--- src/hw/cpuPkg.sv ---
package cpuPkg;

  // datapath word, also used for addresses and instructions
  typedef logic [15:0] word_t;

  typedef logic [3:0] regIdx_t;
  typedef logic [3:0] opcode_t;
  typedef logic [2:0] cond_t;

  // N, Z, V from msb to lsb
  typedef logic [2:0] flags_t;

  typedef logic [7:0] imm8_t;
  typedef logic [8:0] off9_t;

  // arithmetic, logic and shift group
  localparam opcode_t opAdd = 4'b0000;
  localparam opcode_t opSub = 4'b0001;
  localparam opcode_t opXor = 4'b0010;
  localparam opcode_t opAnd = 4'b0011;
  localparam opcode_t opSll = 4'b0100;
  localparam opcode_t opSra = 4'b0101;
  localparam opcode_t opRor = 4'b0110;
  localparam opcode_t opNop = 4'b0111;

  // memory and immediate loads
  localparam opcode_t opLw  = 4'b1000;
  localparam opcode_t opSw  = 4'b1001;
  localparam opcode_t opLlb = 4'b1010;
  localparam opcode_t opLhb = 4'b1011;

  // control flow
  localparam opcode_t opB   = 4'b1100;
  localparam opcode_t opBr  = 4'b1101;
  localparam opcode_t opPcs = 4'b1110;
  localparam opcode_t opHlt = 4'b1111;

endpackage

--- src/hw/registerFile.sv ---
module registerFile import cpuPkg::*; (
  input  logic    clk,
  input  logic    reset,
  input  regIdx_t rs,
  input  regIdx_t rt,
  input  regIdx_t rd,
  input  logic    we,
  input  word_t   wdata,
  input  regIdx_t dbgReg,
  output word_t   srcA,
  output word_t   srcB,
  output word_t   dbgData
);

  word_t regs [16];

  // all sixteen are general purpose, none is tied to zero
  always_ff @(posedge clk) begin
    if (reset) begin
      for (int i = 0; i < 16; i++) begin
        regs[i] <= '0;
      end
    end else if (we) begin
      regs[rd] <= wdata;
    end
  end

  // reads see the old value until the edge
  assign srcA    = regs[rs];
  assign srcB    = regs[rt];
  assign dbgData = regs[dbgReg];

endmodule

--- config.mk ---
export PLATFORM = sky130hd
export DESIGN_NAME = registerFile
export DESIGN_NICKNAME = d
export VERILOG_FILES = /design/src/hw/cpuPkg.sv /design/src/hw/registerFile.sv
export SDC_FILE = /design/constraint.sdc
export NUM_CORES = 1
export LEC_CHECK = 0
export BUFFER_PORTS_ARGS = -buffer_cell sky130_fd_sc_hd__buf_2
export CORE_MARGIN = 1.5
export CORE_UTILIZATION = 40
export CTS_CLUSTER_SIZE = 28
export DETAILED_ROUTE_END_ITERATION = 12
export PLACE_DENSITY = 0.63
export SYNTH_ARGS = -nofsm -noshare
export SYNTH_HDL_FRONTEND = slang
export SYNTH_SLANG_ARGS = --single-unit
--- constraint.sdc ---
create_clock -name clk -period 2 [get_ports clk]
set_input_delay 0.4 -clock clk [delete_from_list [all_inputs] [get_ports clk]]
set_output_delay 0.4 -clock clk [all_outputs]
set_load 0.01 [all_outputs]
==> flow_summary.ini <==
[status]
outcome = finished with violations
violations = setup timing

[power]
ir_drop_mv = 0.6467
power.density_mw_per_mm2 = 759.8
finalPower_mw = 14.22
power.leakage_nw = 6.568

[clock_network]
cts-root-buf = clkbuf_16
cts_sinks = 256
htree_levels = 1
cts_made_buffers = 29
cts_tree = done
clk_path_buf_depth = 3
path_clk_slew_ns = 0.06

[layout]
stdcell_count = 1656
reg_top3 = regs (256)
fin_nets = 1158
final_common_cell = edfxtp_1
top_register = regs
drive_gt1_share_pct = 48.29
layout_common_cells = 256 x edfxtp_1, 243 x and2_1, 192 x mux4_2
nFillCells = 3170
fin_area_mm2 = 0.01872
largest_reg_flops = 256
syn_to_final_growth_pct = 22.60

[route]
drc_errors = 0
firstDrtPassIters = 5
vias = 10540
wire_per_inst_um = 31.37
drt-initial-drc-count = 1338
wl_um = 51960
ant_nets = 0
viasPerCell = 6.362

[synthesis]
syn_inst = 996
synthesis.nets = 1031
synth_ff_type = edfxtp_1
ys_seq_area_share_pct = 50.36
synth_top_area_share_pct = 50.36
ys_types = 22
postSynthAreaPerCell_um2 = 15.33
async_reset_ff_share_pct = 0
ys_ff_latch = 256
yosys_warnings = 0
netlist_area_mm2 = 0.01527
synth_area_leaders = edfxtp_1 50%, mux4_2 28%, and2_1 10%, a22oi_1 4.7%, clkbuf_1 1.5%
synth_top_cell_by_area = edfxtp_1
synth_edf_count = 256

[global_routing]
grt_pass1_vias = 10840
grt-ovfl-total = 0
grt_usage_pct = 26.98
grt_pass1_wl_um = 74890
grt_max_degree = 25
grt_antenna_before_repair = 6

[sta]
slew_headroom_pct = 40.73
finalSetupTns_ns = -15.32
worst_pin_slew_ns = 0.8871
drv_slew = 0
fmax_mhz = 422.6
min_period_ns = 2.366
final_hold_viol_count = 0
rsz0062_at_grt = yes
setup_ws_ns = -0.3661
setup_viol = 48
min_period_over_period_pct = 118.3
hold_ws_ns = 0.3112

[place]
gp_congestion = 0.8417
place_area_mm2 = 0.01724
place_hpwl_um = 33560
numPortBuffers = 82
dp.cells = 1595

[worst_hold_path]
hp-start = wdata[6]
hold-path-endpoint = regs[0][6]
hp-class = primary input to register
hold_path_depth = 2

[floorplan]
fp.dieH_um = 198.4
dieArea_mm2 = 0.03934
num_io_pins = 83
die_w_um = 198.4
rows = 71
start_util_pct = 40.63
fp.coreArea_mm2 = 0.03758

[critical_path]
path_class = register to output pin
cp.required_ns = 1.60
arrival_ns = 1.97
critPathCaptureType = output pin
crit_path_start_kind = register
crit_path_max_fanout = 3

[job]
drv_cap = 0
## power breakdown
group | leakage [nW] | total [mW] | switching (mW) | internal, mW
logic | 3.68 | 2.55 | 1.30 | 1.25
registers | 2.44 | 6.44 | 0.218 | 6.22
clock network | 0.442 | 5.23 | 2.19 | 3.04
total | 6.57 | 14.2 | 3.71 | 10.5
## kinds of logic after synthesis
logic type / share of synthesized area, %
buffers and inverters: 2.582
AOI/OAI and AO/OA: 4.721
muxes: 28.33
DFF: 50.36
and+or+nand+nor: 14.02
## area by class of cell
class / instances / area [µm²] / area share [%]
Tap cell: 511 / 639.4 / 3.416
Clock buffer: 35 / 748.2 / 3.998
Timing Repair Buffer: 193 / 1871 / 9.994
Sequential cell: 256 / 7687 / 41.07
Antenna cell: 2 / 5.005 / 0.02674
Clock inverter: 16 / 163.9 / 0.8757
Multi-Input combinational cell: 643 / 7602 / 40.62
## how the worst max path moves through the flow
| stage | slack (ns) | cells past startpoint | to | startpoint |
|---|---|---|---|---|
| detailed placement | -0.52 | 7 | srcA[14] | rs[3] |
| floorplan | -0.02 | 5 | srcB[10] | rt[1] |
| global route | -0.44 | 4 | dbgData[11] | regs[8][11] |
| finish | -0.37 | 4 | dbgData[11] | regs[8][11] |
| CTS | -0.37 | 4 | dbgData[11] | regs[11][11] |
| global placement | -0.51 | 6 | dbgData[8] | dbgReg[2] |
## synth_stat cells (2+ instances only)
cell type,instances
nor2_1,12
a22oi_1,96
nand2_1,49
or2_2,16
nand4bb_2,2
clkbuf_1,63
nor2_2,2
buf_2,21
mux4_2,192
nor2b_1,6
and2_2,16
nand2b_1,2
nor3_2,2
and2_1,243
buf_1,10
clkbuf_2,3
edfxtp_1,256
## metal layers
metal	GRT usage, %	wire [µm]	up-vias
li1	-	-	4231
met5	0	0	-
met2	44.51	25580	659
met1	35.79	19930	5518
met3	4.718	4673	127
met4	10.04	1771	0
## stage by stage
stage                     util [%]  setup slack, ns
after floorplan                  -         -0.01833
after global placement       45.87          -0.5116
after detailed placement     45.87          -0.5180
after CTS                    49.57          -0.3742
after global routing         49.81          -0.4409
final                        49.81          -0.3661
## timing repair
| action | in CTS | in global routing |
|---|---|---|
| setup buffers | 6 | 0 |
| hold buffers | 0 | 0 |
| cloned | 2 | 0 |
| endpoints found under the setup margin | 48 | 48 |
| pin swaps | 80 | 12 |
| gates resized for setup | 71 | 17 |
## worst max-delay path: stages (launching register included)
cell and delay [ns]:
edfxtp_1 0.41, mux4_2 0.49, a22oi_2 0.27, nand2_1 0.10, buf_2 0.14
Power figures use the tool's default switching activity.
