--- config.mk ---
export PLATFORM = sky130hd
export DESIGN_NAME = decoder
export DESIGN_NICKNAME = d
export VERILOG_FILES = /design/src/hw/cpuPkg.sv /design/src/hw/decoder.sv
export SDC_FILE = /design/constraint.sdc
export NUM_CORES = 1
export LEC_CHECK = 0
export BUFFER_PORTS_ARGS = -buffer_cell sky130_fd_sc_hd__buf_4
export CAP_MARGIN = 20
export CORE_AREA = 2 2 39 41
export DETAILED_ROUTE_END_ITERATION = 7
export DIE_AREA = 0 0 41 43
export PLACE_DENSITY = 0.85
export SETUP_SLACK_MARGIN = 0.1
export SLEW_MARGIN = 20
export SYNTH_ARGS = -nofsm -noshare
export SYNTH_HDL_FRONTEND = slang
export SYNTH_SLANG_ARGS = --single-unit
export TNS_END_PERCENT = 50
--- constraint.sdc ---
create_clock -name vclk -period 0.8
set_input_delay 0 -clock vclk [all_inputs]
set_output_delay 0 -clock vclk [all_outputs]
set_load 0.005 [all_outputs]
--- src/hw/cpuPkg.sv ---
package cpuPkg;

  // datapath word, also used for addresses and instructions
  typedef logic [15:0] word_t;

  typedef logic [3:0] regIdx_t;
  typedef logic [3:0] opcode_t;
  typedef logic [2:0] cond_t;

  // N, Z, V from msb to lsb
  typedef logic [2:0] flags_t;

  typedef logic [7:0] imm8_t;
  typedef logic [8:0] off9_t;

  // arithmetic, logic and shift group
  localparam opcode_t opAdd = 4'b0000;
  localparam opcode_t opSub = 4'b0001;
  localparam opcode_t opXor = 4'b0010;
  localparam opcode_t opAnd = 4'b0011;
  localparam opcode_t opSll = 4'b0100;
  localparam opcode_t opSra = 4'b0101;
  localparam opcode_t opRor = 4'b0110;
  localparam opcode_t opNop = 4'b0111;

  // memory and immediate loads
  localparam opcode_t opLw  = 4'b1000;
  localparam opcode_t opSw  = 4'b1001;
  localparam opcode_t opLlb = 4'b1010;
  localparam opcode_t opLhb = 4'b1011;

  // control flow
  localparam opcode_t opB   = 4'b1100;
  localparam opcode_t opBr  = 4'b1101;
  localparam opcode_t opPcs = 4'b1110;
  localparam opcode_t opHlt = 4'b1111;

endpackage

--- src/hw/decoder.sv ---
module decoder import cpuPkg::*; (
  input  word_t   instruction,
  output opcode_t opcode,
  output regIdx_t rd,
  output regIdx_t rs,
  output regIdx_t rt,
  output imm8_t   imm8,
  output off9_t   off9,
  output cond_t   cond,
  output logic    regWe,
  output logic    memWe,
  output logic    halt
);

  // fixed field positions, each op picks what it needs
  assign opcode = instruction[15:12];
  assign rd     = instruction[11:8];
  assign rs     = instruction[7:4];
  assign imm8   = instruction[7:0];
  assign off9   = instruction[8:0];
  assign cond   = instruction[11:9];

  // second read port looks at rd when rd is a source
  always_comb begin
    if (opcode inside {opSw, opLlb, opLhb}) begin
      rt = instruction[11:8];
    end else begin
      rt = instruction[3:0];
    end
  end

  always_comb begin
    case (opcode)
      opAdd, opSub, opXor, opAnd, opSll, opSra, opRor: regWe = 1'b1;
      opLw, opLlb, opLhb, opPcs:                        regWe = 1'b1;
      default:                                          regWe = 1'b0;
    endcase
  end

  assign memWe = (opcode == opSw);
  assign halt  = (opcode == opHlt);

endmodule

==> metrics.md <==
| Metric | Value |
|---|---|
| Buffers added on ports | `39` |
| Area delta synth->final | `37.2%` |
| Gpl congestion | `approximately 0.65` |
| First-pass GRT wire length | `1.08 mm` |
| Core area | `0.00138 mm^2` |
| Post-DRT Antenna Nets | `0` |
| Critical Path End Type | `primary output` |
| Fmax | `1240 MHz` |
| Die H | `43 um` |
| Routed met2 length | `434 um` |
| RSZ-0062 raised after global routing | `yes` |
| Syn Inst Count | `45` |
| XOR/XNOR share of the synthesized area | `0%` |
| NumNets Final | `73` |
| I/O Pins | `55` |
| Placed cells | `71` |
| PnR Total Power | `0.276 mW` |
| Antenna violations before repair | `0` |
| Setup crit start kind | `input pin` |
| DRT iter0 DRCs | `1` |
| Drt drc | `0` |
| Mapped Area | `357 um^2` |
| Fin crit period | `807 ps` |
| Wire per inst | `roughly 10 um` |
| Register area | `0 um^2` |
| Final-report hold violation count | `0` |
| MaxCap Viol Count | `0` |
| Failing checks | `setup timing` |
| Mapped Nets | `61` |
| Aggregate routed wire length | `728 um` |
| Top sig layer | `met4` |
| Main combinational cell family by area after synthesis | `buffers and inverters` |
| Vias in the first global route | `245` |
| Pwr dens | `between 500 and 600 mW/mm^2` |
| Clock buffers | `0` |
| Status | `complete, but fails checks` |
| Critical Path RT | `800 ps` |
| Simple-Gate Fraction of Synth Area | `5.61%` |
| Seq/Total Area, Yosys | `0%` |
| Worst-margin pin slew | `262 ps` |
| Yosys warnings | `0` |
| Post-layout instance area | `489 um^2` |
| Finished Layout Cells | `71` |
| Setup WS post-layout | `-7.37 ps` |
| Critical path's largest stage delay | `330 ps` |
| Cts hold-fix bufs | `0` |
| Critical path arrival | `810 ps` |
| Max VDD drop | `0.171 mV` |
| Crit path kind | `input pin to primary output` |
| Compound-gate portion of the synthesized area | `9.12%` |
| Gr ovfl total | `0` |
| Commonest non-fill, non-tap cell in the layout | `buf_4` |
| WL met3 | `135 um` |
| Setup violators final | `4` |
| GRT Util Overall | `8.19%` |
| Detailed Routing Iterations Pass 1 | `2` |
| Leak | `0.272 nW` |
| Netlist cell types | `9` |
| Largest net degree at the start of global routing | `6` |
| Post-route clock period utilization | `101%` |
| Hold_ws | `0.00355 ps` |
| Crit-path max FO | `4` |
| Post-synthesis adder-cell area fraction | `0%` |
| Met1 WL | `151 um` |
| Mux share of post-synthesis cell area | `around 17%` |
| Slowest stage cell, crit path | `mux2_4` |
| Row count | `14` |
| Max-slew violations | `0` |
| Ant diodes | `0` |
| Vias per Instance | `4.04` |
| Max-Slew Margin vs Limit | `82.4%` |
| Die ar. | `about 0.0018 mm^2` |
| Mean Syn Cell Area | `7.92 um^2` |
| Count of flip-flops and latches | `0` |
| Cells along the critical path | `buf_8, o211ai_4, mux2_4, buf_6` |
| Die X | `41 um` |
| Vias post-DR | `287` |
| Setup bufs post-CTS | `0` |
| Placed Area | `452 um^2` |
| Most frequent cells in the layout | `34 x buf_4, 7 x buf_6, 4 x mux2_4` |
| Initial core utilization | `25.8%` |
| Hold WC Path Type | `input pin to primary output` |
| Layout cells sized above 1 | `between 80 and 90%` |
-- final cells by class --
class	instances	area (um^2)
fill	149	895
inverter	1	3.75
multi-input combinational	12	116
tap	16	20.0
timing repair buffer	42	349
-- through the flow --
| step | utilization (%) | TNS (ps) | setup WS (ps) |
|---|---|---|---|
| 2_1_floorplan | - | 0 | 241 |
| 3_3_place_gp | 32.6 | -233 | -58.8 |
| 3_5_place_dp | 32.6 | -240 | -62.6 |
| 4_1_cts | 34.3 | -85.4 | -23.3 |
| 5_1_grt | 35.4 | -160 | -43.9 |
| 6_report | 35.4 | -24.9 | -7.37 |
-- final timing paths --
check / startpoint / endpoint / slack [ps] / cells past startpoint
max: instruction[13] / rt[2] / -7 / 4
min: instruction[6] / imm8[6] / 0.004 / 0
-- synth_stat cells --
master     n  share of area [%]
buf_4     32                 67
mux2_4     4                 17
nand2_1    2                2.1
nor2_1     2                2.1
a31oi_1    1                1.8
inv_1      1                1.1
nor3_1     1                1.4
o211ai_4   1                6.0
o21ai_0    1                1.4
-- worst max-delay path, delay by kind of cell --
kind,cells,cell delay (ps)
compound gates,1,260
buf+inv,2,210
mux,1,330
-- layer usage --
layer	track usage [%]	vias to the layer above
met3	1.05	2
met2	17.5	26
met4	0.667	0
met5	0	-
met1	7.28	126
li1	-	133
-- logic make-up (layout without fill, tap and decap cells) --
kind of cell           after synthesis  in the layout
buffers and inverters               33             43
AND/OR/NAND/NOR                      5              5
multiplexers                         4              4
AO/OA/AOI/OAI                        3              3
-- report_power, final --
part           internal (mW)  total [mW]  switching (mW)
combinational          0.184       0.276          0.0923
clock                      0           0               0
sequential                 0           0               0
-- timing repair --
item | 4_1_cts | 5_1_grt
gates resized for setup | 7 | 4
pin swaps | 1 | 1
endpoints found under the setup margin | 5 | 5
Power figures use the tool's default switching activity.
