## src/hw/cpuPkg.sv

```systemverilog
package cpuPkg;

  // datapath word, also used for addresses and instructions
  typedef logic [15:0] word_t;

  typedef logic [3:0] regIdx_t;
  typedef logic [3:0] opcode_t;
  typedef logic [2:0] cond_t;

  // N, Z, V from msb to lsb
  typedef logic [2:0] flags_t;

  typedef logic [7:0] imm8_t;
  typedef logic [8:0] off9_t;

  // arithmetic, logic and shift group
  localparam opcode_t opAdd = 4'b0000;
  localparam opcode_t opSub = 4'b0001;
  localparam opcode_t opXor = 4'b0010;
  localparam opcode_t opAnd = 4'b0011;
  localparam opcode_t opSll = 4'b0100;
  localparam opcode_t opSra = 4'b0101;
  localparam opcode_t opRor = 4'b0110;
  localparam opcode_t opNop = 4'b0111;

  // memory and immediate loads
  localparam opcode_t opLw  = 4'b1000;
  localparam opcode_t opSw  = 4'b1001;
  localparam opcode_t opLlb = 4'b1010;
  localparam opcode_t opLhb = 4'b1011;

  // control flow
  localparam opcode_t opB   = 4'b1100;
  localparam opcode_t opBr  = 4'b1101;
  localparam opcode_t opPcs = 4'b1110;
  localparam opcode_t opHlt = 4'b1111;

endpackage

```

## src/hw/branchUnit.sv

```systemverilog
module branchUnit import cpuPkg::*; (
  input  logic    clk,
  input  logic    reset,
  input  opcode_t opcode,
  input  cond_t   cond,
  input  off9_t   off9,
  input  word_t   target,
  input  flags_t  aluFlags,
  input  logic    halt,
  output word_t   pc,
  output word_t   pcPlus1
);

  flags_t flags;
  logic   flagN, flagZ, flagV;
  logic   weN, weZ, weV;
  logic   condMet;
  word_t  branchTarget;
  word_t  nextPc;

  assign {flagN, flagZ, flagV} = flags;

  // N and V only from ADD/SUB, Z also from XOR and the shifts
  assign weN = opcode inside {opAdd, opSub};
  assign weV = weN;
  assign weZ = opcode inside {opAdd, opSub, opXor, opSll, opSra, opRor};

  always_comb begin
    case (cond)
      3'b000:  condMet = !flagZ;
      3'b001:  condMet = flagZ;
      3'b010:  condMet = !flagZ && !flagN;
      3'b011:  condMet = flagN;
      3'b100:  condMet = !flagN;
      3'b101:  condMet = flagZ || flagN;
      3'b110:  condMet = flagV;
      default: condMet = 1'b1;
    endcase
  end

  assign pcPlus1      = pc + 16'd1;
  assign branchTarget = pcPlus1 + {{7{off9[8]}}, off9};

  always_comb begin
    if (halt) begin
      nextPc = pc;
    end else if (opcode == opB && condMet) begin
      nextPc = branchTarget;
    end else if (opcode == opBr && condMet) begin
      nextPc = target;
    end else begin
      nextPc = pcPlus1;
    end
  end

  always_ff @(posedge clk) begin
    if (reset) begin
      pc    <= '0;
      flags <= '0;
    end else begin
      pc <= nextPc;
      if (weN) flags[2] <= aluFlags[2];
      if (weZ) flags[1] <= aluFlags[1];
      if (weV) flags[0] <= aluFlags[0];
    end
  end

endmodule

```

## config.mk

```make
export PLATFORM = sky130hd
export DESIGN_NAME = branchUnit
export DESIGN_NICKNAME = d
export VERILOG_FILES = /design/src/hw/cpuPkg.sv /design/src/hw/branchUnit.sv
export SDC_FILE = /design/constraint.sdc
export NUM_CORES = 1
export LEC_CHECK = 0
export BUFFER_PORTS_ARGS = -buffer_cell sky130_fd_sc_hd__buf_2
export CAP_MARGIN = 10
export CORE_MARGIN = 2
export CORE_UTILIZATION = 45
export CTS_CLUSTER_SIZE = 14
export DETAILED_ROUTE_END_ITERATION = 10
export PLACE_DENSITY = 0.72
export SYNTH_ARGS = -nofsm -noshare
export SYNTH_HDL_FRONTEND = slang
export SYNTH_SLANG_ARGS = --single-unit
export TNS_END_PERCENT = 20
```

## constraint.sdc

```tcl
create_clock -name clk -period 4.3 [get_ports clk]
set_input_delay 0.645 -clock clk [delete_from_list [all_inputs] [get_ports clk]]
set_output_delay 0.645 -clock clk [all_outputs]
set_load 0.1 [all_outputs]
```

==> results_tabular.tex <==
\begin{tabular}{lr}
\hline
Metric & Value \\
\hline
\multicolumn{2}{l}{\textbf{Run status}} \\
\quad Status & finished, final reports clean \\
\multicolumn{2}{l}{\textbf{Floorplan}} \\
\quad Number of standard-cell rows in the floorplan & 25 \\
\quad I/O pins & 70 \\
\quad Core area & 0.00466 mm\^{}2 \\
\quad Starting utilization of the core area & 0.462 \\
\quad Horizontal die dimension & 73.2 um \\
\quad Die footprint & 0.00535 mm\^{}2 \\
\quad DIE HEIGHT & 73.2 um \\
\multicolumn{2}{l}{\textbf{Routing}} \\
\quad Number of remaining DRC errors & 0 \\
\quad First DRT Iteration DRCs & 179 \\
\quad Total Routed Length & 6590 um \\
\quad Count of vias placed by the detailed router & 2447 \\
\quad 1st-pass router iterations & 4 \\
\quad Detail Route Antenna Nets & 0 \\
\quad WL/cell & 16.5 um \\
\quad Vias per Instance & 6.12 \\
\multicolumn{2}{l}{\textbf{Logic synthesis}} \\
\quad Cell area after synthesis & 0.00215 mm\^{}2 \\
\quad Cell types with the highest counts after synthesis & nand2\_1 (26), a21oi\_1 (25), nor2\_1 (21) \\
\quad Sequential share of the synthesized area & 0.177 \\
\quad Fraction of post-synthesis cell area in the top cell type by area & 0.177 \\
\quad Net count after synthesis & 343 \\
\quad FFs w/ async S/R, synth & 0 \\
\quad Mapped Cells & 284 \\
\quad Top cell type by total area after synthesis & dfxtp\_1 \\
\quad Primary flip-flop cell chosen by synthesis mapping & dfxtp\_1 \\
\quad Syn. warnings & 0 \\
\quad Top cells by area in the synthesized netlist & dfxtp\_1 (18\%), ha\_1 (12\%), xnor2\_1 (7.3\%) \\
\quad Number of synthesized flops with an enable pin & 0 \\
\quad Count of different cell masters after synthesis & 54 \\
\quad Seq cells post-synth & 19 \\
\quad Most common cell in the synthesized netlist & nand2\_1 \\
\quad Synthesized area per cell & 7.58 um\^{}2 \\
\multicolumn{2}{l}{\textbf{Timing}} \\
\quad Count of endpoints failing hold in the final timing report & 0 \\
\quad Setup violation total in the final timing report & 0 \\
\quad Part of the cycle the worst path needs & 0.799 \\
\quad Peak clock frequency supported by timing & 0.291 GHz \\
\quad Worst Hold Margin & 0.496 ns \\
\quad Slew at the pin closest to its max-slew limit & 0.805 ns \\
\quad Max-Slew Margin vs Limit & 0.458 \\
\quad Min cycle time layout & 3.44 ns \\
\quad Pins Over Slew Limit & 0 \\
\quad Setup repair after global routing missed its margin & no \\
\quad Setup Skew & 0.00846 ns \\
\multicolumn{2}{l}{\textbf{Worst setup path}} \\
\quad Critical path class & flip-flop to flip-flop \\
\quad Kind of start point of the critical path & flip-flop \\
\quad Path depth of the worst reg2reg path & 10 \\
\quad Type of destination of the critical path & flip-flop \\
\quad Cells along the critical path & ha\_1 > nand3\_1 > nor3\_1 > xor2\_4 > ha\_1 > and4b\_1 > a31oi\_1 > a21oi\_1 > or4b\_1 > nand3\_1 \\
\quad Worst endpoint required time & 4.52 ns \\
\quad Delay of the slowest cell on the worst path & 0.63 ns \\
\quad Worst R2R Setup Slack & 0.86 ns \\
\quad Data arrival time of the critical path & 3.65 ns \\
\quad Top fanout value on the critical path & 6 \\
\quad Worst setup startpoint & pc[0] \\
\quad Critical Path Slowest Stage Cell & nor3\_1 \\
\quad Crit Reg-Reg Endpoint & pc[15] \\
\quad Reg2Reg Launch Point & pc[0] \\
\multicolumn{2}{l}{\textbf{Power and ir drop}} \\
\quad Reported leakage power & 1.25 nW \\
\quad Relative contribution of combinational cells to total power & 0.457 \\
\quad Sequential group share of total power & 0.315 \\
\quad Clock network fraction of total power & 0.228 \\
\quad Internal cell power & 0.000332 W \\
\quad Maximum vdd drop & 0.193 mV \\
\quad Power density normalized to cell area & 231 mW/mm\^{}2 \\
\quad Net switching power of the design & 0.000296 W \\
\quad Net Sw Frac & 0.471 \\
\multicolumn{2}{l}{\textbf{Min path}} \\
\quad Type of the tightest min-delay check & flip-flop to flip-flop \\
\quad Hold Path Cell Cnt & 2 \\
\quad Min-delay src & flags[0] \\
\quad Endpoint of the worst hold path & flags[0] \\
\multicolumn{2}{l}{\textbf{Place}} \\
\quad Count of input and output buffers & 69 \\
\quad GPL Wtd Cong & 0.889 \\
\quad Post-DP HPWL & 5040 um \\
\multicolumn{2}{l}{\textbf{Clocking}} \\
\quad Htree depth & 1 \\
\quad Gates resized, CTS repair & 0 \\
\quad Count of hold-fix buffers inserted at cts & 0 \\
\quad Total CTS buffers & 3 \\
\quad Latest clock arrival within the worst-skew pair & 0.27 ns \\
\quad Clock root buffer & clkbuf\_8 \\
\quad Clock tree from TritonCTS & built \\
\quad CTS clk-pin slew, worst paths & 0.09 ns \\
\quad Post-CTS repair timing setup buffer count & 0 \\
\quad Max clock buf depth & 2 \\
\quad Clock sink count & 19 \\
\multicolumn{2}{l}{\textbf{Cells and area}} \\
\quad Area grow syn2layout & 26.5\% \\
\quad Filler Cell Count & 445 \\
\quad Proportion of layout cells with a drive suffix above 1 & 0.269 \\
\quad Post-layout nets & 406 \\
\quad Number of antenna diodes & 0 \\
\quad Final Core Density & 0.584 \\
\multicolumn{2}{l}{\textbf{Run}} \\
\quad Max Cap Viol & 0 \\
\multicolumn{2}{l}{\textbf{Global routing}} \\
\quad First-pass GRT wire length & 10900 um \\
\quad Antenna violations before repair & 0 \\
\quad Total routing usage reported by global routing & 0.258 \\
\quad Via count of the first global-routing pass & 2226 \\
\quad Largest net degree at the start of global routing & 29 \\
\quad Leftover overflow at the end of global routing & 0 \\
\hline
\end{tabular}
==> registers in the layout (all words and copies together), names as in the netlist <==
| name | cells |
|---|---|
| pc | 16 |
| flags | 3 |
==> worst max-delay path by stage <==
stage and end:
2_1_floorplan pc[15], 3_3_place_gp pc[15], 3_5_place_dp pc[15], 4_1_cts pc[15], 5_1_grt pc[15], 6_report pc[15]
==> cells by family (layout without fill, tap and decap cells) <==
logic type	after synthesis	count (layout)	synth area share
AO/OA/AOI/OAI	90	90	0.270
XOR/XNOR	27	27	0.110
adder cells (fa/ha/maj)	21	21	0.126
buffers and inverters	20	82	0.0424
flip-flops	19	19	0.177
multiplexers	6	6	0.0285
AND/OR/NAND/NOR	101	101	0.248
==> cell usage in the layout (no fill, tap or decap), drive strengths merged, types with 5 or more instances in the layout <==
cell type  count
nand3         12
dfxtp         19
xnor2         18
a31oi          5
inv            8
a21oi         25
nand4          5
nor4           6
mux2i          5
buf           70
xor2           9
nor2          21
o211ai         6
a211oi         9
ha            20
nand2         26
o21ai         17
a21o           7
nor3           7
o21bai         5
==> power groups by stage <==
stage          Clock [W]  Sequential [W]  Combinational (W)
2_1_floorplan          0        0.000249           0.000178
3_3_place_gp           0        0.000201           0.000284
3_5_place_dp           0        0.000202           0.000285
4_1_cts         0.000145        0.000198           0.000287
5_1_grt         0.000153        0.000199           0.000309
6_report        0.000143        0.000198           0.000288
==> critical path: cells and delay by family (launching register included) <==
family	cells	cell delay (ns)
adders and majority gates	2	0.71
DFF	1	0.42
and+or+nand+nor	5	1.68
xor gates and xnor gates	1	0.15
AOI/OAI and AO/OA	2	0.43
==> per-stage QoR <==
stage	cells	TNS (ns)	setup slack, ns	cell area (um^2)	total power (W)
CTS	400	0	0.878	2720	0.000630
floorplan	284	-0.124	-0.124	2310	0.000426
finish	400	0	0.865	2720	0.000629
global route	400	0	0.698	2720	0.000661
global placement	396	0	1.04	2680	0.000486
detailed placement	396	0	0.906	2680	0.000487
==> final cells by class <==
type | instances | area, um^2 | area share
multi-input combinational | 245 | 1840 | 0.677
timing repair buffer | 70 | 353 | 0.130
tap | 54 | 67.6 | 0.0248
inverter | 8 | 30.0 | 0.0110
sequential | 19 | 380 | 0.140
clock buffer | 3 | 41.3 | 0.0152
clock inverter | 1 | 7.51 | 0.00276
==> metal layers <==
metal	vias up	routed length, um	track usage
met5	-	0	0
met4	0	146	0.0638
met3	14	499	0.0387
met2	98	3070	0.415
met1	1152	2870	0.360
li1	1183	-	-
Power figures use the tool's default switching activity.
