===== src/hw/cpuPkg.sv =====
package cpuPkg;

  // datapath word, also used for addresses and instructions
  typedef logic [15:0] word_t;

  typedef logic [3:0] regIdx_t;
  typedef logic [3:0] opcode_t;
  typedef logic [2:0] cond_t;

  // N, Z, V from msb to lsb
  typedef logic [2:0] flags_t;

  typedef logic [7:0] imm8_t;
  typedef logic [8:0] off9_t;

  // arithmetic, logic and shift group
  localparam opcode_t opAdd = 4'b0000;
  localparam opcode_t opSub = 4'b0001;
  localparam opcode_t opXor = 4'b0010;
  localparam opcode_t opAnd = 4'b0011;
  localparam opcode_t opSll = 4'b0100;
  localparam opcode_t opSra = 4'b0101;
  localparam opcode_t opRor = 4'b0110;
  localparam opcode_t opNop = 4'b0111;

  // memory and immediate loads
  localparam opcode_t opLw  = 4'b1000;
  localparam opcode_t opSw  = 4'b1001;
  localparam opcode_t opLlb = 4'b1010;
  localparam opcode_t opLhb = 4'b1011;

  // control flow
  localparam opcode_t opB   = 4'b1100;
  localparam opcode_t opBr  = 4'b1101;
  localparam opcode_t opPcs = 4'b1110;
  localparam opcode_t opHlt = 4'b1111;

endpackage


===== src/hw/alu.sv =====
module alu import cpuPkg::*; (
  input  word_t   a,
  input  word_t   b,
  input  imm8_t   imm8,
  input  opcode_t opcode,
  output word_t   result,
  output flags_t  flags
);

  word_t      sum;
  word_t      diff;
  word_t      memAddr;
  word_t      rotated;
  logic [3:0] shamt;
  logic       ovfl;

  // shift amount comes from the low nibble of the rt register value
  assign shamt = b[3:0];

  assign sum  = a + b;
  assign diff = a - b;

  // base plus sign-extended 4-bit offset for LW and SW
  assign memAddr = a + {{12{imm8[3]}}, imm8[3:0]};

  // a zero amount leaves the left part empty, so a passes unchanged
  assign rotated = (a >> shamt) | (a << (5'd16 - shamt));

  // signed overflow, only meaningful for ADD and SUB
  always_comb begin
    case (opcode)
      opAdd:   ovfl = (a[15] == b[15]) && (sum[15] != a[15]);
      opSub:   ovfl = (a[15] != b[15]) && (diff[15] != a[15]);
      default: ovfl = 1'b0;
    endcase
  end

  always_comb begin
    case (opcode)
      opAdd:       result = sum;
      opSub:       result = diff;
      opXor:       result = a ^ b;
      opAnd:       result = a & b;
      opSll:       result = a << shamt;
      opSra:       result = word_t'($signed(a) >>> shamt);
      opRor:       result = rotated;
      opLw, opSw:  result = memAddr;
      // b carries rd here so the untouched byte survives
      opLlb:       result = {b[15:8], imm8};
      opLhb:       result = {imm8, b[7:0]};
      default:     result = '0;
    endcase
  end

  assign flags = {result[15], result == '0, ovfl};

endmodule


===== config.mk =====
export PLATFORM = sky130hd
export DESIGN_NAME = alu
export DESIGN_NICKNAME = d
export VERILOG_FILES = /design/src/hw/cpuPkg.sv /design/src/hw/alu.sv
export SDC_FILE = /design/constraint.sdc
export NUM_CORES = 1
export LEC_CHECK = 0
export ABC_CLOCK_PERIOD_IN_PS = 9100
export BUFFER_PORTS_ARGS = -buffer_cell sky130_fd_sc_hd__buf_2
export CAP_MARGIN = 20
export CELL_PAD_IN_SITES_DETAIL_PLACEMENT = 1
export CELL_PAD_IN_SITES_GLOBAL_PLACEMENT = 1
export CORE_UTILIZATION = 49
export DETAILED_ROUTE_END_ITERATION = 10
export PLACE_DENSITY_LB_ADDON = 0.1
export SYNTH_ARGS = -nofsm -noshare
export SYNTH_HDL_FRONTEND = slang
export SYNTH_SLANG_ARGS = --single-unit
export TNS_END_PERCENT = 100

===== constraint.sdc =====
create_clock -name vclk -period 9.1
set_input_delay 0.455 -clock vclk [all_inputs]
set_output_delay 0.455 -clock vclk [all_outputs]
set_load 0.02 [all_outputs]

==> out/results.tsv, run 1 <==
metric	value	unit
diodes	0	
status	complete, no violations	
p_sw_share	63.5	%
nFlopsAndLatches	0	
cts_hold_buf	0	
power.density	72.8	mW/mm2
rsz0062_at_grt	false	
syn_area_per_cell	7.19	um2
clockPowerShare	0	%
fp.dieArea	0.0120	mm2
leakagePower	2.42	nW
grt_pass1_wl	40000	um
cp-end-kind	output port	
syn_nets	881	
netlist.area_leader.share	12.0	%
critPathLaunchType	input pin	
crit_family	simple AND/OR/NAND/NOR gates	
post-cts-setup-buffers	0	
grt_antenna_before_repair	0	
wl	26300	um
grt.overflow.total	0	
core	0.0110	mm2
p_sw	0.000275	W
cts_resized	0	
dpl.hpwl	20200	um
cpMaxStageDelayCell	xor2_1	
path_cells	buf_2 -> buf_4 -> clkinv_1 -> ha_1 -> xor2_1 -> mux2i_1 -> o21ai_0 -> a221oi_1 -> o221ai_1 -> or4_1 -> or4b_1 -> or4_1 -> nor4_2 -> buf_2	
grt_util_all_layers	44.2	%
tns	0	ns
max_freq	0.159	GHz
drc	0	
regArea	0	um2
initial_core_util	51.2	%
final_cell_mix	83 x nor2_1, 68 x nand2_1, 63 x buf_2	
tightest_slew	1.05	ns
area_growth	5.23	%
port_buffers	63	
relSlewSlack	30.0	%
grt_max_degree	54	
synthCells	786	
power_frac_comb	100.0	%
synth_seq_area_share	0	%
final_nets	893	
place_congestion	1.04	
synth_cell_types	76	
vias	6908	
pwr-share-seq	0	%
power	0.000433	W
path_class	in2out	
drv_cap	0	
hold_path.class	in2out	
peakVddDrop	0.0000550	V
wl_per_cell	28.1	um
fin_crit_sh	69.3	%
slew_viol_final	0	
first_iter_violations	962	
synth_largest_area_cell	mux4_2	
yosys-top-cells-area	mux4_2 12%, ha_1 11%, mux2i_1 6.4%	
final_common_cell	nor2_1	
setup_viol	0	
final_hold_viol_count	0	
drtAntennaViolNets	0	
drive_above_1_share	17.1	%
critPathMaxStageDelay	0.85	ns
first_pass_iters	6	
period_minus_slack	6.30	ns
die_h	109	um
p_int	0.000158	W
cp_data_arrival_time	5.85	ns
post_drt_via_cell_ratio	7.38	
rows	38	
io_pins	63	
critPathBufInv	4	
clock_buffers	0	
dieWidth	109	um
ys.warnings.count	0	
finalNonFillerCells	936	
hold_slack	1.46	ns
dpl.cell_count	936	
crit_path_max_fanout	53	
netlist_area	0.00565	mm2
worstPathRequired	8.65	ns
grt_pass1_vias	6768	
## Yosys cell counts (all sizes together), types with 5 or more instances
cell,instances
o21a,9
ha,48
a221oi,11
or3,9
o211ai,16
inv,35
mux4,30
buf,23
mux2i,37
nor2,83
a211oi,15
nand3,19
xor2,7
nor3,21
nand4,11
a21oi,58
a22oi,6
nor3b,6
o221ai,9
or4,5
nor2b,9
nand2,69
a21o,7
a31oi,8
o21ai,42
o21bai,9
xnor2,24
o31ai,6
nand2b,15
mux2,21
clkbuf,39
## power by group through the flow
| stage | Sequential (W) | Clock, W | Combinational (W) |
|---|---|---|---|
| 3_3_place_gp | 0 | 0 | 0.000408 |
| 4_1_cts | 0 | 0 | 0.000420 |
| 3_5_place_dp | 0 | 0 | 0.000418 |
| 2_1_floorplan | 0 | 0 | 0.000289 |
| 5_1_grt | 0 | 0 | 0.000458 |
| 6_report | 0 | 0 | 0.000433 |
## per-layer routing
layer | wire [um] | vias to the layer above | GRT usage (%)
met5 | 0 | - | 0
met4 | 1290 | 0 | 17.6
met3 | 3230 | 117 | 9.37
met2 | 11500 | 479 | 69.6
met1 | 10300 | 3289 | 58.7
li1 | - | 3023 | -
## final timing paths
| path | start | to | slack [ns] | cells after the start |
|---|---|---|---|---|
| max | b[1] | flags[1] | 2.80 | 14 |
| min | b[15] | flags[0] | 1.46 | 4 |
## tightest hold or removal path: cells and delay by family
family	cells	cell delay, ns
adders and majority gates	1	0.21
buffers and inverters	2	0.24
AOI/OAI and AO/OA	1	0.10
## stage by stage
stage,area (um2),utilization [%],setup WS (ns)
CTS,5950,53.9,2.89
finish,5950,53.9,2.80
detailed placement,5950,53.9,2.89
global placement,5950,53.9,3.09
floorplan,5650,-,4.12
global route,5950,53.9,2.51
## cell type report
cell class                      instances  area [um2]
Tap cell                              140         175
Timing Repair Buffer                   72         383
Inverter                               38         143
Fill cell                            1479        5080
Multi-Input combinational cell        686        5250
## cell families (layout without fill, tap and decap cells)
logic type      count (synthesis)  in the layout  share of synthesized area, %
compound gates                244            244                          29.6
xor+xnor                       31             31                          4.81
fa+ha+maj                      51             51                          11.7
buf+inv                       100            110                          7.40
mux                            88             88                          23.0
simple gates                  272            272                          23.6
No activity file was read; power rests on OpenSTA's default activity.
==> run 2, diff against run 1 <==
--- a/config.mk
+++ b/config.mk
@@ -5,12 +5,13 @@
 export SDC_FILE = /design/constraint.sdc
 export NUM_CORES = 1
 export LEC_CHECK = 0
-export ABC_CLOCK_PERIOD_IN_PS = 9100
+export ABC_AREA = 1
+export ABC_CLOCK_PERIOD_IN_PS = 6200
 export BUFFER_PORTS_ARGS = -buffer_cell sky130_fd_sc_hd__buf_2
 export CAP_MARGIN = 20
 export CELL_PAD_IN_SITES_DETAIL_PLACEMENT = 1
 export CELL_PAD_IN_SITES_GLOBAL_PLACEMENT = 1
-export CORE_UTILIZATION = 49
+export CORE_UTILIZATION = 41
 export DETAILED_ROUTE_END_ITERATION = 10
 export PLACE_DENSITY_LB_ADDON = 0.1
 export SYNTH_ARGS = -nofsm -noshare
==> constraint.sdc (replaced) <==
create_clock -name vclk -period 6.2
set_input_delay 0.31 -clock vclk [all_inputs]
set_output_delay 0.31 -clock vclk [all_outputs]
set_load 0.02 [all_outputs]
==> run 2 against run 1 <==
  * Combinational power rose by 49%
  * Largest power group unchanged
  * First-iteration DRC count is 25% lower
  * Critical path depth is 4 higher
  * Worst setup slack lost 0.68 ns
  * Utilization decreased by 10 points
  * Synthesized cell count grew 62%
  * Non-clock buffer count shrank 4
  * Cell area rose by 7.3%
  * Die area is 28% higher
  * Hold slack got worse by 0.21 ns
==> out/results.tsv, run 2 <==
metric	value	unit
detailedPlace.worstSlack	2.20	ns
tightest_slew	0.987	ns
drc	0	
path_class	in2out	
nFlopsAndLatches	0	
cp-end-kind	output port	
rows	44	
ys.warnings.count	0	
highest_layer	met4	
cp_data_arrival_time	3.77	ns
post-cts-setup-buffers	0	
critPathLaunchType	input pin	
finalNonFillerCells	1475	
syn_nets	1365	
pwr-share-seq	0	%
multi_input_area	0.00525	mm2
relSlewSlack	34.0	%
power_frac_comb	100.0	%
final_nets	1388	
netlist_area	0.00610	mm2
grt_max_degree	45	
period_minus_slack	4.08	ns
grt_util_all_layers	40.5	%
drive_above_1_share	8.06	%
diodes	0	
power.density	101	mW/mm2
p_int	0.000185	W
status	complete, no violations	
dpl.hpwl	25300	um
wl_met2	13300	um
tns	0	ns
regArea	0	um2
core	0.0145	mm2
yosys-top-cells-area	nand2_1 29%, nand3_1 20%, ha_1 9.8%	
slew_viol_final	0	
setup_viol	0	
syn_area_per_cell	4.80	um2
nFillCells	2323	
synth_cell_types	42	
leakagePower	3.70	nW
place_congestion	1.00	
wl	30600	um
final_hold_viol_count	0	
vias	8651	
wl_per_cell	20.7	um
fin_crit_sh	65.8	%
synth_seq_area_share	0	%
final_cell_mix	472 x nand2_1, 239 x nand3_1, 138 x inv_1	
io_pins	63	
dpl.cell_count	1473	
grt_pass1_vias	8099	
initial_core_util	42.0	%
synthTopCellsByCount	472 x nand2_1, 239 x nand3_1, 138 x inv_1	
hold_path.class	in2out	
first_iter_violations	718	
grt_pass1_wl	46200	um
die_h	124	um
rsz0062_at_grt	false	
synthCells	1270	
cts_hold_buf	0	
dieWidth	124	um
clock_buffers	0	
yosysMostFrequentCell	nand2_1	
crit_path_max_fanout	41	
final_util	43.9	%
synth_largest_area_cell	nand2_1	
cts_resized	0	
clockPowerShare	0	%
route.met3.wl	2430	um
area_growth	4.66	%
post_drt_via_cell_ratio	5.87	
grt.overflow.total	0	
p_sw_share	71.4	%
max_freq	0.245	GHz
final_common_cell	nand2_1	
drv_cap	0	
fin_ws	2.12	ns
port_buffers	63	
first_pass_iters	7	
fp.dieArea	0.0154	mm2
netlist.area_leader.share	29.1	%
worstPathRequired	5.89	ns
grt_antenna_before_repair	0	
wl_met1	13000	um
peakVddDrop	0.0000438	V
p_sw	0.000461	W
drtAntennaViolNets	0	
-- run 2: changes by cell type after synthesis, sizes merged, moves of 14 or more --
cell / before / now
nor3: 21 / 5
nand3: 19 / 243
mux2i: 37 / 0
xnor2: 24 / 0
mux2: 21 / 0
a211oi: 15 / 0
mux4: 30 / 0
o21ai: 42 / 56
o211ai: 16 / 2
nand2: 69 / 486
clkbuf: 39 / 13
nor2: 83 / 134
nand2b: 15 / 0
inv: 35 / 144
-- run 2: cell type report --
| cell class | instances | share of cell area, % |
|---|---|---|
| Multi-Input combinational cell | 1079 | 82.3 |
| Inverter | 144 | 8.59 |
| Timing Repair Buffer | 68 | 5.53 |
| Tap cell | 184 | 3.61 |
-- run 2: cells by family (layout without fill, tap and decap cells) --
| logic type | after synthesis | after routing | share of synthesized area, % |
|---|---|---|---|
| AOI/OAI and AO/OA | 122 | 122 | 10.8 |
| xor gates and xnor gates | 2 | 2 | 0.287 |
| adders and majority gates | 51 | 51 | 10.8 |
| buffers and inverters | 191 | 212 | 13.9 |
| and+or+nand+nor | 904 | 904 | 64.1 |
-- run 2: path summary, 6_finish.rpt --
path              cells after the start       end  slack (ns)  startpoint
setup / recovery                     18  flags[1]        2.12        b[1]
hold / removal                        4  flags[0]        1.26       a[15]
-- run 2: routing by layer --
metal	global-route usage (%)	vias up
met4	19.6	0
met5	0	-
met3	6.23	75
met1	53.5	4072
met2	63.9	347
li1	-	4157
-- run 2: worst max-delay path, stage by stage --
cell and delay [ns]:
buf_2 0.67, inv_1 0.22, buf_4 0.31, ha_1 0.51
inv_2 0.34, nand3_1 0.18, nand2_1 0.09, nand2_1 0.05
nand3_1 0.09, nand3_1 0.08, nand2_1 0.07, nand4_1 0.12
nor2_1 0.21, nand2_1 0.07, nor2_1 0.10, nand2_1 0.06
nor2_1 0.08, buf_2 0.17
-- run 2: metrics by stage --
step                      total power, W  area, um2  hold WS, ns
after global placement          0.000615       6370         1.22
after global routing            0.000713       6380         1.29
after CTS                       0.000628       6370         1.24
after detailed placement        0.000626       6370         1.23
after floorplan                 0.000437       6100        0.905
final                           0.000646       6380         1.26
-- run 2: power by group through the flow --
stage               combinational, W  sequential, W  clock [W]
floorplan                   0.000437              0          0
global placement            0.000615              0          0
finish                      0.000646              0          0
detailed placement          0.000626              0          0
CTS                         0.000628              0          0
global route                0.000713              0          0
